$ cat src/logic/synapse_pkg.sv
`default_nettype none

package synapse_pkg;

    // datapath and instruction word width
    localparam int word_w = 16;

    // register file, top entry is the external i/o port
    localparam int reg_count = 16;
    localparam int io_reg = 15;
    localparam int reg_idx_w = $clog2(reg_count);

    // trace buffer sizing, depth kept a power of two
    localparam int trace_depth = 8;
    localparam int trace_aw = $clog2(trace_depth);

    // undefined codes fall through as nop
    typedef enum logic [3:0] {
        op_nop = 4'h0,
        op_ldi = 4'h1,
        op_add = 4'h2,
        op_sub = 4'h3,
        op_xor = 4'h4,
        op_jmp = 4'h5
    } opcode_t;

    // three-register form
    typedef struct packed {
        opcode_t opcode;
        logic [reg_idx_w-1:0] dst;
        logic [reg_idx_w-1:0] src_a;
        logic [reg_idx_w-1:0] src_b;
    } instr_reg_t;

    // immediate form, imm overlays src_a and src_b
    typedef struct packed {
        opcode_t opcode;
        logic [reg_idx_w-1:0] dst;
        logic [7:0] imm;
    } instr_imm_t;

    typedef union packed {
        instr_reg_t r_view;
        instr_imm_t i_view;
    } instr_t;

    // one register write as seen by the debugger
    typedef struct packed {
        logic [word_w-1:0] pc;
        logic [word_w-1:0] data;
    } trace_rec_t;

endpackage

`default_nettype wire

$ cat src/logic/trace_if.sv
`timescale 1ns/1ps
`default_nettype none

interface trace_if;

    import synapse_pkg::*;

    logic push;
    logic full;
    logic pop;
    logic empty;
    // record in on the write side, fifo head on the read side
    trace_rec_t rec;

    modport producer (output push, output rec, input full);
    modport buffer_wr (input push, input rec, output full);
    modport buffer_rd (input pop, output empty, output rec);
    modport consumer (output pop, input empty, input rec);

endinterface

`default_nettype wire

$ cat src/logic/synapse316_core.sv
`timescale 1ns/1ps
`default_nettype none

module synapse316_core (
    input  wire                             sysclk,
    input  wire                             rst_n,
    output logic [synapse_pkg::word_w-1:0]  code_addr,
    input  wire synapse_pkg::instr_t        code_in,
    input  wire                             code_ready,
    input  wire [synapse_pkg::word_w-1:0]   io_in,
    output logic                            io_read,
    output logic                            io_load,
    output logic [synapse_pkg::word_w-1:0]  io_load_data,
    trace_if.producer                       trace
);

    import synapse_pkg::*;

    // general registers only, r15 lives outside as io_in / io_load
    logic [word_w-1:0] rf [reg_count-1];
    logic [word_w-1:0] pc;

    opcode_t op;
    logic [reg_idx_w-1:0] dst;
    logic [reg_idx_w-1:0] src_a;
    logic [reg_idx_w-1:0] src_b;
    logic [7:0] imm;

    logic is_alu;
    logic writes;
    logic exec;
    logic rd_io;
    logic wr_io;
    logic [word_w-1:0] a_val;
    logic [word_w-1:0] b_val;
    logic [word_w-1:0] result;

    // same word, two views
    // register fields from the reg view, immediate from the imm view
    assign op = code_in.r_view.opcode;
    assign dst = code_in.r_view.dst;
    assign src_a = code_in.r_view.src_a;
    assign src_b = code_in.r_view.src_b;
    assign imm = code_in.i_view.imm;

    assign is_alu = (op == op_add) || (op == op_sub) || (op == op_xor);
    assign writes = is_alu || (op == op_ldi);

    // one instruction per edge with code present and room for its trace
    assign exec = code_ready && !trace.full;

    // source read, r15 maps to the external port
    assign a_val = (src_a == io_reg) ? io_in : rf[src_a];
    assign b_val = (src_b == io_reg) ? io_in : rf[src_b];

    // only alu ops read sources, ldi bits there are immediate
    assign rd_io = is_alu && ((src_a == io_reg) || (src_b == io_reg));
    assign wr_io = writes && (dst == io_reg);

    always_comb begin
        case (op)
            op_ldi:  result = word_w'(imm);
            op_add:  result = a_val + b_val;
            op_sub:  result = a_val - b_val;
            op_xor:  result = a_val ^ b_val;
            default: result = '0;
        endcase
    end

    // pc and i/o strobes
    always_ff @(posedge sysclk or negedge rst_n) begin
        if (!rst_n) begin
            pc <= '0;
            io_read <= 1'b0;
            io_load <= 1'b0;
        end else begin
            // strobes mark the edge that executed
            io_read <= exec && rd_io;
            io_load <= exec && wr_io;
            if (exec) begin
                if (op == op_jmp) begin
                    pc <= word_w'(imm);
                end else begin
                    pc <= pc + 1'b1;
                end
            end
        end
    end

    // register file and i/o payload
    always_ff @(posedge sysclk) begin
        if (exec && writes) begin
            if (dst == io_reg) begin
                io_load_data <= result;
            end else begin
                rf[dst] <= result;
            end
        end
    end

    assign code_addr = pc;

    // one trace record per register write, tagged with its own pc
    assign trace.push = exec && writes;
    assign trace.rec.pc = pc;
    assign trace.rec.data = result;

endmodule

`default_nettype wire

$ cat src/logic/trace_fifo.sv
`timescale 1ns/1ps
`default_nettype none

module trace_fifo (
    input  wire         sysclk,
    input  wire         rst_n,
    trace_if.buffer_wr  wr,
    trace_if.buffer_rd  rd
);

    import synapse_pkg::*;

    trace_rec_t mem [trace_depth];
    logic [trace_aw-1:0] wr_ptr;
    logic [trace_aw-1:0] rd_ptr;
    // one extra bit to tell full from empty
    logic [trace_aw:0] count;
    logic do_push;
    logic do_pop;

    assign do_push = wr.push && !wr.full;
    assign do_pop = rd.pop && !rd.empty;

    assign wr.full = (count == (trace_aw + 1)'(trace_depth));
    assign rd.empty = (count == '0);
    // head shows right after the pushing edge
    assign rd.rec = mem[rd_ptr];

    // pointers wrap on their own, depth is a power of two
    always_ff @(posedge sysclk or negedge rst_n) begin
        if (!rst_n) begin
            wr_ptr <= '0;
            rd_ptr <= '0;
            count <= '0;
        end else begin
            if (do_push) begin
                wr_ptr <= wr_ptr + 1'b1;
            end
            if (do_pop) begin
                rd_ptr <= rd_ptr + 1'b1;
            end
            case ({do_push, do_pop})
                2'b10:   count <= count + 1'b1;
                2'b01:   count <= count - 1'b1;
                default: count <= count;
            endcase
        end
    end

    always_ff @(posedge sysclk) begin
        if (do_push) begin
            mem[wr_ptr] <= wr.rec;
        end
    end

    // neither side may lean on the guards above
    a_no_overrun: assert property (
        @(posedge sysclk) disable iff (!rst_n)
        !(wr.push && wr.full) && !(rd.pop && rd.empty)
    );

endmodule

`default_nettype wire

$ cat src/logic/debug_visor.sv
`timescale 1ns/1ps
`default_nettype none

module debug_visor (
    input  wire                             sysclk,
    input  wire                             rst_n,
    input  wire                             mcu_wait,
    input  wire                             code_ready,
    output logic                            core_code_ready,
    trace_if.consumer                       trace,
    output logic [synapse_pkg::word_w-1:0]  av_address,
    input  wire                             av_waitrequest,
    output logic [synapse_pkg::word_w-1:0]  av_writedata,
    output logic                            av_write
);

    // output register is idle or its write retires this edge
    logic slot_free;

    // mcu_wait freezes the core by hiding code
    assign core_code_ready = code_ready && !mcu_wait;

    assign slot_free = !av_write || !av_waitrequest;

    // refill on the completing edge, so writes can run back to back
    assign trace.pop = !trace.empty && slot_free;

    always_ff @(posedge sysclk or negedge rst_n) begin
        if (!rst_n) begin
            av_write <= 1'b0;
        end else if (trace.pop) begin
            av_write <= 1'b1;
        end else if (!av_waitrequest) begin
            // accepted and nothing behind it
            av_write <= 1'b0;
        end
    end

    // address is the pc, data the written value
    always_ff @(posedge sysclk) begin
        if (trace.pop) begin
            av_address <= trace.rec.pc;
            av_writedata <= trace.rec.data;
        end
    end

    // a stalled request must not move
    a_av_hold: assert property (
        @(posedge sysclk) disable iff (!rst_n)
        av_write && av_waitrequest |=>
            av_write && $stable(av_address) && $stable(av_writedata)
    );

endmodule

`default_nettype wire

$ cat src/logic/supervised_synapse316.sv
`timescale 1ns/1ps
`default_nettype none

module supervised_synapse316 (
    input  wire                             sysclk,
    input  wire                             rst_n,
    input  wire                             mcu_wait,
    // code memory
    output wire [synapse_pkg::word_w-1:0]   code_addr,
    input  wire [synapse_pkg::word_w-1:0]   code_in,
    input  wire                             code_ready,
    // external register 15
    input  wire [synapse_pkg::word_w-1:0]   io_in,
    output wire                             io_read,
    output wire                             io_load,
    output wire [synapse_pkg::word_w-1:0]   io_load_data,
    // avalon-mm master for the trace
    output wire [synapse_pkg::word_w-1:0]   dbg_av_address,
    input  wire                             dbg_av_waitrequest,
    output wire [synapse_pkg::word_w-1:0]   dbg_av_writedata,
    output wire                             dbg_av_write
);

    // gated by the supervisor
    wire core_code_ready;

    // core side and supervisor side of the trace fifo
    trace_if core_trace ();
    trace_if visor_trace ();

    synapse316_core core (
        .sysclk       (sysclk),
        .rst_n        (rst_n),
        .code_addr    (code_addr),
        .code_in      (code_in),
        .code_ready   (core_code_ready),
        .io_in        (io_in),
        .io_read      (io_read),
        .io_load      (io_load),
        .io_load_data (io_load_data),
        .trace        (core_trace)
    );

    trace_fifo fifo (
        .sysclk (sysclk),
        .rst_n  (rst_n),
        .wr     (core_trace),
        .rd     (visor_trace)
    );

    debug_visor visor (
        .sysclk          (sysclk),
        .rst_n           (rst_n),
        .mcu_wait        (mcu_wait),
        .code_ready      (code_ready),
        .core_code_ready (core_code_ready),
        .trace           (visor_trace),
        .av_address      (dbg_av_address),
        .av_waitrequest  (dbg_av_waitrequest),
        .av_writedata    (dbg_av_writedata),
        .av_write        (dbg_av_write)
    );

endmodule

`default_nettype wire

$ cat config.mk
export PLATFORM = sky130hd
export DESIGN_NAME = supervised_synapse316
export DESIGN_NICKNAME = d
export VERILOG_FILES = /design/src/logic/synapse_pkg.sv /design/src/logic/trace_if.sv /design/src/logic/synapse316_core.sv /design/src/logic/trace_fifo.sv /design/src/logic/debug_visor.sv /design/src/logic/supervised_synapse316.sv
export SDC_FILE = /design/constraint.sdc
export NUM_CORES = 1
export LEC_CHECK = 0
export BUFFER_PORTS_ARGS = -buffer_cell sky130_fd_sc_hd__buf_4
export CORE_UTILIZATION = 48
export DETAILED_ROUTE_END_ITERATION = 8
export GPL_TIMING_DRIVEN = 0
export PLACE_DENSITY_LB_ADDON = 0.12
export SLEW_MARGIN = 25
export SYNTH_ARGS = -nofsm -noshare
export SYNTH_HDL_FRONTEND = slang
export SYNTH_SLANG_ARGS = --single-unit
$ cat constraint.sdc
create_clock -name sysclk -period 6 [get_ports sysclk]
set_input_delay 1.2 -clock sysclk [delete_from_list [all_inputs] [get_ports sysclk]]
set_output_delay 1.2 -clock sysclk [all_outputs]
set_load 0.01 [all_outputs]
After elaboration in Yosys (flattened, before gate mapping):

Memories as Yosys holds them, arrays and structs flattened. A register that Yosys moved wholly into a read port is not among the register bits.
Cells that the tools add are included.

* reductions and logical operators: 23
* bitwise gates (word level): 1
* add/sub/neg operators: 7
* mux-type cells: 12
* eq/ne operators: 12

Operators with widths (count)
* $pmux W16 S4: 1
* $mux W16: 3
* $add A16 B1 Y16 const B: 1
* $add A16 B16 Y16: 1
* $eq A4 B4 Y1 const B: 4
* $sub A16 B16 Y16: 1
* $xor A16 B16 Y16: 1
* $logic_and A1 B1 Y1: 10
* $eq A4 B2 Y1 const B: 2
* $eq A4 B3 Y1 const B: 2
* $pmux W4 S2: 1
* $mux W1: 7
* $add A3 B1 Y3 const B: 2
* $logic_not A1 Y1: 5
* $logic_or A1 B1 Y1: 5
* $add A4 B1 Y4 const B: 1
* $eq A4 B1 Y1 const B: 1
* $logic_not A4 Y1: 1
* $sub A4 B1 Y4 const B: 1
* $eq A2 B1 Y1 const B: 1
* $eq A2 B2 Y1 const B: 1
* $ne A2 B1 Y1 const B: 1
* $reduce_and A2 Y1: 1
* $reduce_bool A2 Y1: 1

* bits of input ports: 37
* memories: 2
* RAM bits: 496
* bits in registers: 45

Memory list
* fifo.mem: depth 8, bits a word 32, read ports 1, clocked after Yosys merged registers in 1, write ports 1, RTL line trace_fifo.sv:13 `trace_rec_t mem [trace_depth];`
* core.rf: depth 15, bits a word 16, read ports 2, clocked after Yosys merged registers in 0, write ports 1, RTL line synapse316_core.sv:20 `logic [word_w-1:0] rf [reg_count-1];`

Logic depth before layout (Yosys ltp):

Gate-level depths: netlist of run 1.

* word-level depth: 8
* mapped depth: 23
* depth with buffers taken out: 19

By module:

From an unflattened synthesis of run 1, not the netlist that was laid out.

* cell total of the unflattened synthesis: 1513
* area total of the unflattened synthesis: 25926.1 µm²

By module, submodules not included
* synapse316_core: area each 14622.8 µm², sequential area each 8137.8 µm², cells an instance 1040, instances 1
* trace_fifo: area each 10296.1 µm², sequential area each 7937.6 µm², cells an instance 437, instances 1
* debug_visor: area each 1007.2 µm², sequential area each 985.9 µm², cells an instance 36, instances 1

Worst setup path before layout of run 1:

No wires, ideal clock.

* path type: input-to-reg
* start: in code_in[4] (netlist name)
* end: reg core.io_load_data[14] (netlist name) (data pin)
* buffers on the path: 4
* slack: -0.675 ns
* arrival: 6.338 ns
* stages: 23
* library setup time: 0.337 ns
* cells stage by stage: buf_2 -> buf_1 -> buf_2 -> buf_2 -> mux2_2 -> o22ai_1 -> nor2_1 -> a21o_1 -> a222oi_1 -> nand2_1 -> o21ai_0 -> ha_1 -> inv_1 -> fa_1 -> a21o_1 -> a21oi_1 -> o21bai_1 -> a2111oi_0 -> o41a_1 -> o21ai_0 -> a31oi_1 -> xor2_1 -> o22ai_1

* longest elaborated chain between the ends: 4

RTL lines
* from (decl): RTL line supervised_synapse316.sv:10 `input wire [synapse_pkg::word_w-1:0] code_in,`
* $mem_v2 Z15 W16 or $eq A4 B4 Y1 (tied branches)
* $mux W16 *: RTL line synapse316_core.sv:53 `assign a_val = (src_a == io_reg) ? io_in : rf[src_a];`
* $sub A16 B16 Y16 (tied with other cells): RTL line synapse316_core.sv:64 `op_sub: result = a_val - b_val;`
* $pmux W16 S4 *: RTL line synapse316_core.sv:61 `case (op)`
* net core.result[14]: RTL line synapse316_core.sv:36 `logic [word_w-1:0] result;`
* to (signal assigned): RTL line synapse316_core.sv:94 `io_load_data <= result;`
* to (decl): RTL line synapse316_core.sv:13 `output logic [synapse_pkg::word_w-1:0] io_load_data,`

Mark *: on every way through the listed nets, which the timed path passes. The rest lies on a longest branch.
A chain may end at the register's enable or synchronous reset.

Worst setup path in the final report of run 1:

* start: in code_in[5] (netlist name)
* end: mem core.rf[4][14] (data pin)

* longest elaborated chain between the ends: 4

RTL lines (RTL line)
* $mem_v2 Z15 W16 or $eq A4 B4 Y1 (tied branches)
* $mux W16 *: synapse316_core.sv:53
* $sub A16 B16 Y16 (tied with other cells): synapse316_core.sv:64
* $pmux W16 S4 *: synapse316_core.sv:61
* to (decl): synapse316_core.sv:20

Mark *: on every way between the ends. The rest lies on a longest branch, timed or not.

==> metrics, run 1 <==
register area share after synthesis=66.7%; largest net degree at the start of global routing=30; crit-path max FO=12; Max Freq=around 0.17 GHz; number of synthesized flops with an enable pin=about 540; highest-count cells in the layout ignoring fill and taps=544 x edfxtp_1, 132 x buf_4, 128 x mux4_2; critical path required time=around 6400 ps; Worst Path Buf+Inv=7; Mapped Cells=approximately 1500; Cell Pwr Density=~360 nW/µm²; routed wire length=between 60 and 70 mm; fin crit share=97.2%; slowest cell on the critical path=a222oi_1; Synth Flop Type=edfxtp_1; CTS buffer count=59; status=finished clean; placement-stage cell area=approximately 28000 µm²; startpoint types=input pin; Tmin final=between 5000 and 6000 ps; max-cap violations=0; Max rail drop VDD=approximately 0.00028 V; ys async rst share=5.06%; Hold WC Path Type=in2async; syn avg cell area=between 15 and 20 µm²; Relative slew margins=between 10% and 20%; GRT Total Usage=between 20% and 30%; area grow syn2layout=19.0%; # fillers=about 4000; xor/xnor share of the synthesized area=between 1.5 and 2%; Worst-path clk slew=around 60 ps; nets@finish=~1800; Site Rows=between 80 and 90; CP Data Arrival Time=just over 6000 ps; endpoints failing hold=0; commonest non-fill, non-tap cell in the layout=edfxtp_1; CP Launch Point=code_in[5]; end-of-flow core utilization=between 50% and 60%; mux share of post-synthesis cell area=17.5%; detailed-route wire length per cell=approximately 28 µm; Cell Area, Synth=25600 µm²; Synth Area in Compound Gates=approximately 6%; core footprint=between 50000 and 60000 µm²; Slowest Stage Delay on Critical Path=approximately 480 ps; grt met2 use=a little over two fifths; adder-cell share of the synthesized area=between 1 and 1.5%; largest family of logic cells by synthesized area=multiplexers; initial antenna violation count=2; first drt pass iteration count=5; worst-skew pair later-pin latency=around 630 ps; final cell count without fillers=between 2000 and 2500; R2R Path Start=core.rf[5][0]; Simple-Gate Fraction of Synth Area=5.04%; drt first-iter violations=1677; critical path's top delay family=compound AO/OA/AOI/OAI gates; number of remaining DRC errors=0; CTS tree=built; port bufs=100; vias per cell=slightly above 6; CP cell instances=clkbuf_4 -> clkbuf_8 -> buf_6 -> buf_6 -> mux4_2 -> a222oi_1 -> nand2_1 -> o21ai_0 -> ha_1 -> inv_1 -> fa_1 -> a21o_1 -> a21oi_2 -> o21bai_1 -> a2111oi_4 -> o41a_1 -> o21ai_0 -> a31oi_2 -> xor2_4 -> buf_4 -> o22ai_4 -> buf_12; leakage power=between 10 and 15 nW; setup TNS=0 ps; Most Crowded Layer GR=met2; final non-filler cell area=between 30000 and 40000 µm²; share of cells above drive strength 1=between 30% and 40%; Top Ports=roughly 100; kind of critical path=in2reg; GR Layer Usage met3=between 4 and 5%; DR vias=15300; H-tree levels=2; worst-case clock buffer depth=3; gpl congestion=0.870; die height=about 230 µm; post-synthesis register bit count=roughly 570; first-pass GRT wire length=between 100 and 150 mm; total gr overflow=0; Root Buffer=clkbuf_16; Power Total=11.0 mW; initial core utilization=around half; die area=~54000 µm²; Tightest Pin Transition=between 1000 and 1500 ps; endpoints failing setup=0; Post-Place Cells=2345; Max Slew Vio Count=0; unrepaired setup endpoints after global routing=false; cts hold-fix bufs=0; vias in the first global route=about 15000; crit path capture type=flop; CTS sink cnt=approximately 570; WHS=slightly above 500 ps; pre-CTS setup slack=-2600 ps; DIE WIDTH=around 230 µm; post-route ant nets=0; Syn Nets=~1600; clock skew=roughly 23 ps; Yosys cell types=67; DP HPWL=between 40 and 50 mm; Setup WS post-layout=171 ps; GR Util met1=approximately 35%; Synth Warn #=0
[cells by family after synthesis]
kind of cell,Yosys count
compound gates,226
xor+xnor,53
fa+ha+maj,24
buf+inv,103
flops,573
mux,260
simple gates,271
[synth_stat cells (10+ instances only)]
master,number,area share [%]
a21o_1,16,0.47
a21oi_1,34,0.67
a22oi_1,14,0.41
a31oi_1,11,0.27
buf_1,16,0.23
buf_2,20,0.39
clkbuf_1,42,0.62
dfrtp_1,29,2.8
edfxtp_1,544,64
ha_1,22,1.1
inv_1,19,0.28
mux2_2,69,3.0
mux2i_1,52,2.0
mux4_1,11,1.1
mux4_2,128,11
nand2_1,80,1.2
nand2b_1,21,0.51
nand3_1,19,0.37
nor2_1,72,1.1
nor2b_1,13,0.32
nor3_1,22,0.43
o211ai_1,13,0.38
o21ai_0,57,1.1
o22ai_1,26,0.64
or3_1,10,0.24
xnor2_1,26,0.89
xor2_1,27,0.92
[cell type report]
type	count	area [µm²]	area share [%]
timing repair buffer	159	1590	5.24
multi-input combinational	837	8480	27.9
antenna	1	2.50	0.00822
clock inverter	42	373	1.23
tap	688	861	2.83
buffer	80	464	1.53
inverter	20	75.1	0.247
sequential	573	17100	56.1
clock buffer	69	1510	4.98
[worst paths after layout]
path	cells after the start	slack, ps	end
setup / recovery	22	170	core.rf[4][14]
hold / removal	1	510	fifo.count[1]
setup reg to reg	21	1040	core.rf[4][14]
hold reg to reg	1	520	fifo.count[3]
max in group asynchronous	1	5170	core.code_addr[9]
min in group sysclk	1	520	fifo.count[3]
[state kept, by name, indices dropped and copies added, names as in the netlist]
register,count
fifo.mem,256
core.rf,240
core.code_addr,16
core.io_load_data,16
visor.av_address,16
visor.av_writedata,16
fifo.count,4
fifo.rd_ptr,3
fifo.wr_ptr,3
core.io_load,1
core.io_read,1
visor.av_write,1
[repair_timing]
item	in CTS	in global routing
setup endpoints to repair	247	144
endpoints found under the hold margin	0	0
gates cloned	2	1
gates resized for setup	32	26
pin swaps	5	6
setup buffers	1	10
[report_power, final]
| group | switching [mW] | leakage [nW] | internal (mW) |
|---|---|---|---|
| sequential | 0.193 | 5.41 | 4.77 |
| combinational | 1.29 | 4.16 | 1.14 |
| clock | 1.55 | 0.898 | 2.02 |
[metal layers]
metal	vias to the layer above	routed length, µm	part of all wire, %
met2	651	33800	48
li1	6573	-	-
met1	7893	28800	41
met3	157	4880	7.0
met4	2	2370	3.4
met5	-	13	0.019
Note: power is estimated with default switching activity, not from simulation.
==> run 2: changes to the inputs <==
==> constraint.sdc (replaced) <==
create_clock -name sysclk -period 5 [get_ports sysclk]
set_input_delay 1 -clock sysclk [delete_from_list [all_inputs] [get_ports sysclk]]
set_output_delay 1 -clock sysclk [all_outputs]
set_load 0.01 [all_outputs]
==> run 2 against run 1 <==
  * Critical path depth stayed put
  * Cell area up 2.7%
  * Clock skew up 3.5 ps
  * Hold slack got worse by 210 ps
  * Critical endpoint is now fifo.mem[5][14]
  * Largest cell class unchanged
==> metrics, run 2 (same netlist as run 1, synthesis figures left out) <==
status=finished clean (unchanged); number of remaining DRC errors=0 (unchanged); Relative slew margins=35.1% (was 18.5%); H-tree levels=2 (unchanged); unrepaired setup endpoints after global routing=true (was false); post-route ant nets=0 (unchanged); kind of critical path=in2reg (unchanged); Site Rows=84 (unchanged); crit path capture type=flop (unchanged); area taken by multi-input logic gates=8740 µm² (was 8480 µm²); share of cells above drive strength 1=34.5% (was 30.6%); nets@finish=1814 (was 1791); ANT cells=0 (was 1); Hold WC Path Type=in2async (unchanged); reg-to-reg endpoint=core.io_load_data[15] (was core.rf[4][14]); first drt pass iteration count=6 (was 5); area grow syn2layout=22.2% (was 19.0%); largest net degree at the start of global routing=30 (unchanged); critical path required time=5390 ps (was 6380 ps); Largest Register=fifo.mem (unchanged); setup TNS=0 ps (unchanged); # fillers=3994 (was 4044); DR vias=15400 (was 15300); max reg flops=256 (unchanged); Reg2Reg Setup Slack=340 ps (was 1040 ps); first-pass GRT wire length=104 mm (was 101 mm); worst-case clock buffer depth=3 (unchanged); placement-stage cell area=28300 µm² (was 28200 µm²); R2R Path Start=core.rf[1][3] (was core.rf[5][0]); Tightest Pin Transition=966 ps (was 1220 ps); final non-filler cell area=31200 µm² (was 30400 µm²); Top Ports=104 (unchanged); port bufs=100 (unchanged); startpoint types=input pin (unchanged); clock skew=26.7 ps (was 23.2 ps); GRT Total Usage=26.8% (was 26.2%); detailed-route wire length per cell=28.5 µm (was 28.3 µm); Top Registers=fifo.mem (256), core.rf (240) (unchanged); CTS buffer count=58 (was 59); Tmin final=4950 ps; Max rail drop VDD=0.000307 V (was 0.000284 V); endpoints failing setup=0 (unchanged); DIE WIDTH=233 µm (unchanged); Root Buffer=clkbuf_16 (unchanged); total gr overflow=0 (unchanged); highest-count cells in the layout ignoring fill and taps=544 x edfxtp_1, 148 x buf_4, 128 x mux4_2 (was 544 x edfxtp_1, 132 x buf_4, 128 x mux4_2); Reg2Reg Depth=19 (was 21); endpoints failing hold=0 (unchanged); core footprint=52600 µm² (unchanged); gpl congestion=0.910 (was 0.870); vias per cell=6.19 (about the same); worst-skew pair later-pin latency=650 ps (was 630 ps); Max Slew Vio Count=0 (unchanged); sequential cell area=17100 µm² (unchanged); initial antenna violation count=2 (unchanged); CP Data Arrival Time=5330 ps (was 6210 ps); initial core utilization=48.7% (unchanged); Worst-path clk slew=60 ps (about the same); drt first-iter violations=1672 (was 1677); crit-path max FO=10 (was 12); DP HPWL=47.4 mm (was 47.6 mm); Cell Pwr Density=434 nW/µm² (was 360 nW/µm²); vias in the first global route=15500 (was 15200); fin crit share=between 90% and 100%; Power Total=13.6 mW (was 11.0 mW); die height=233 µm (unchanged); CTS sink cnt=573 (unchanged); max-cap violations=0 (unchanged); leakage power=10.8 nW (was 10.5 nW); commonest non-fill, non-tap cell in the layout=edfxtp_1 (unchanged); die area=54200 µm² (unchanged); CTS tree=built (unchanged); routed wire length=71.0 mm (was 69.8 mm); Max Freq=roughly 0.20 GHz
==> run 2: cell types whose count changed in the layout (fill, tap and decap cells not counted), sizes merged, moves of 4 or more <==
cell,previous run,this run
clkbuf,120,112
clkinv,31,24
clkinvlp,5,1
buf,187,221
bufinv,5,9
==> run 2: area by class of cell <==
cell class / count / area share [%]
sequential: 573 / 54.6
multi-input combinational: 839 / 28.0
timing repair buffer: 183 / 5.99
clock buffer: 72 / 4.97
tap: 688 / 2.76
buffer: 78 / 2.05
clock inverter: 36 / 1.39
inverter: 20 / 0.240
==> run 2: metal layers <==
layer / vias up / track usage, % / share of wire [%]
li1: 6626 / - / -
met1: 7984 / 36.2 / 41
met2: 669 / 44.5 / 49
met3: 132 / 4.06 / 7.1
met4: 0 / 8.97 / 3.0
met5: - / 0 / 0
==> run 2: critical path, stage by stage <==
cell and delay (ps):
buf_4 110, buf_8 160, buf_12 170, mux4_2 520, mux2i_2 240, nand2_2 120
nand2_2 140, ha_2 220, nor2_1 60, xor2_1 160, ha_1 360, a21o_1 210
a21oi_2 150, o21bai_2 100, a2111oi_4 360, o41a_1 280, o21ai_2 110, a31oi_4 230
xor2_2 220, buf_6 150, o22ai_4 60, buf_6 170
==> run 2: through the flow <==
stage                     hold slack (ps)  utilization [%]  setup WS (ps)  cells
after floorplan                       464                -          -56.0   1510
after global placement                472             52.0          -2410   2298
after detailed placement              491             53.9          -1530   2339
after CTS                             301             58.8           24.0   2470
after global routing                  323             59.4          -92.2   2489
final                                 303             59.4           53.7   2489
==> run 2: where the power goes <==
group          internal [mW]  leakage, nW  switching (mW)
Sequential              5.73         5.41           0.246
Combinational           1.45         4.42            1.61
Clock                   2.67        0.975            1.87
Total                   9.84         10.8            3.72
==> run 2: worst max-delay path by stage <==
stage,start,end,slack [ps],cells past startpoint
global route,code_in[4],core.rf[9][14],-90,24
detailed placement,code_in[2],core.rf[4][15],-1530,20
floorplan,code_in[4],core.io_load_data[14],-60,23
global placement,code_in[6],core.rf[2][7],-2410,8
CTS,code_in[0],core.rf[12][14],20,21
finish,code_in[0],fifo.mem[5][14],50,22
==> run 2: what timing repair did <==
action | in CTS | in global routing
pin swaps | 20 | 14
setup buffers | 23 | 18
hold buffers | 0 | 0
resized for setup | 93 | 42
setup endpoints to repair | 264 | 168
gates cloned | 4 | 2
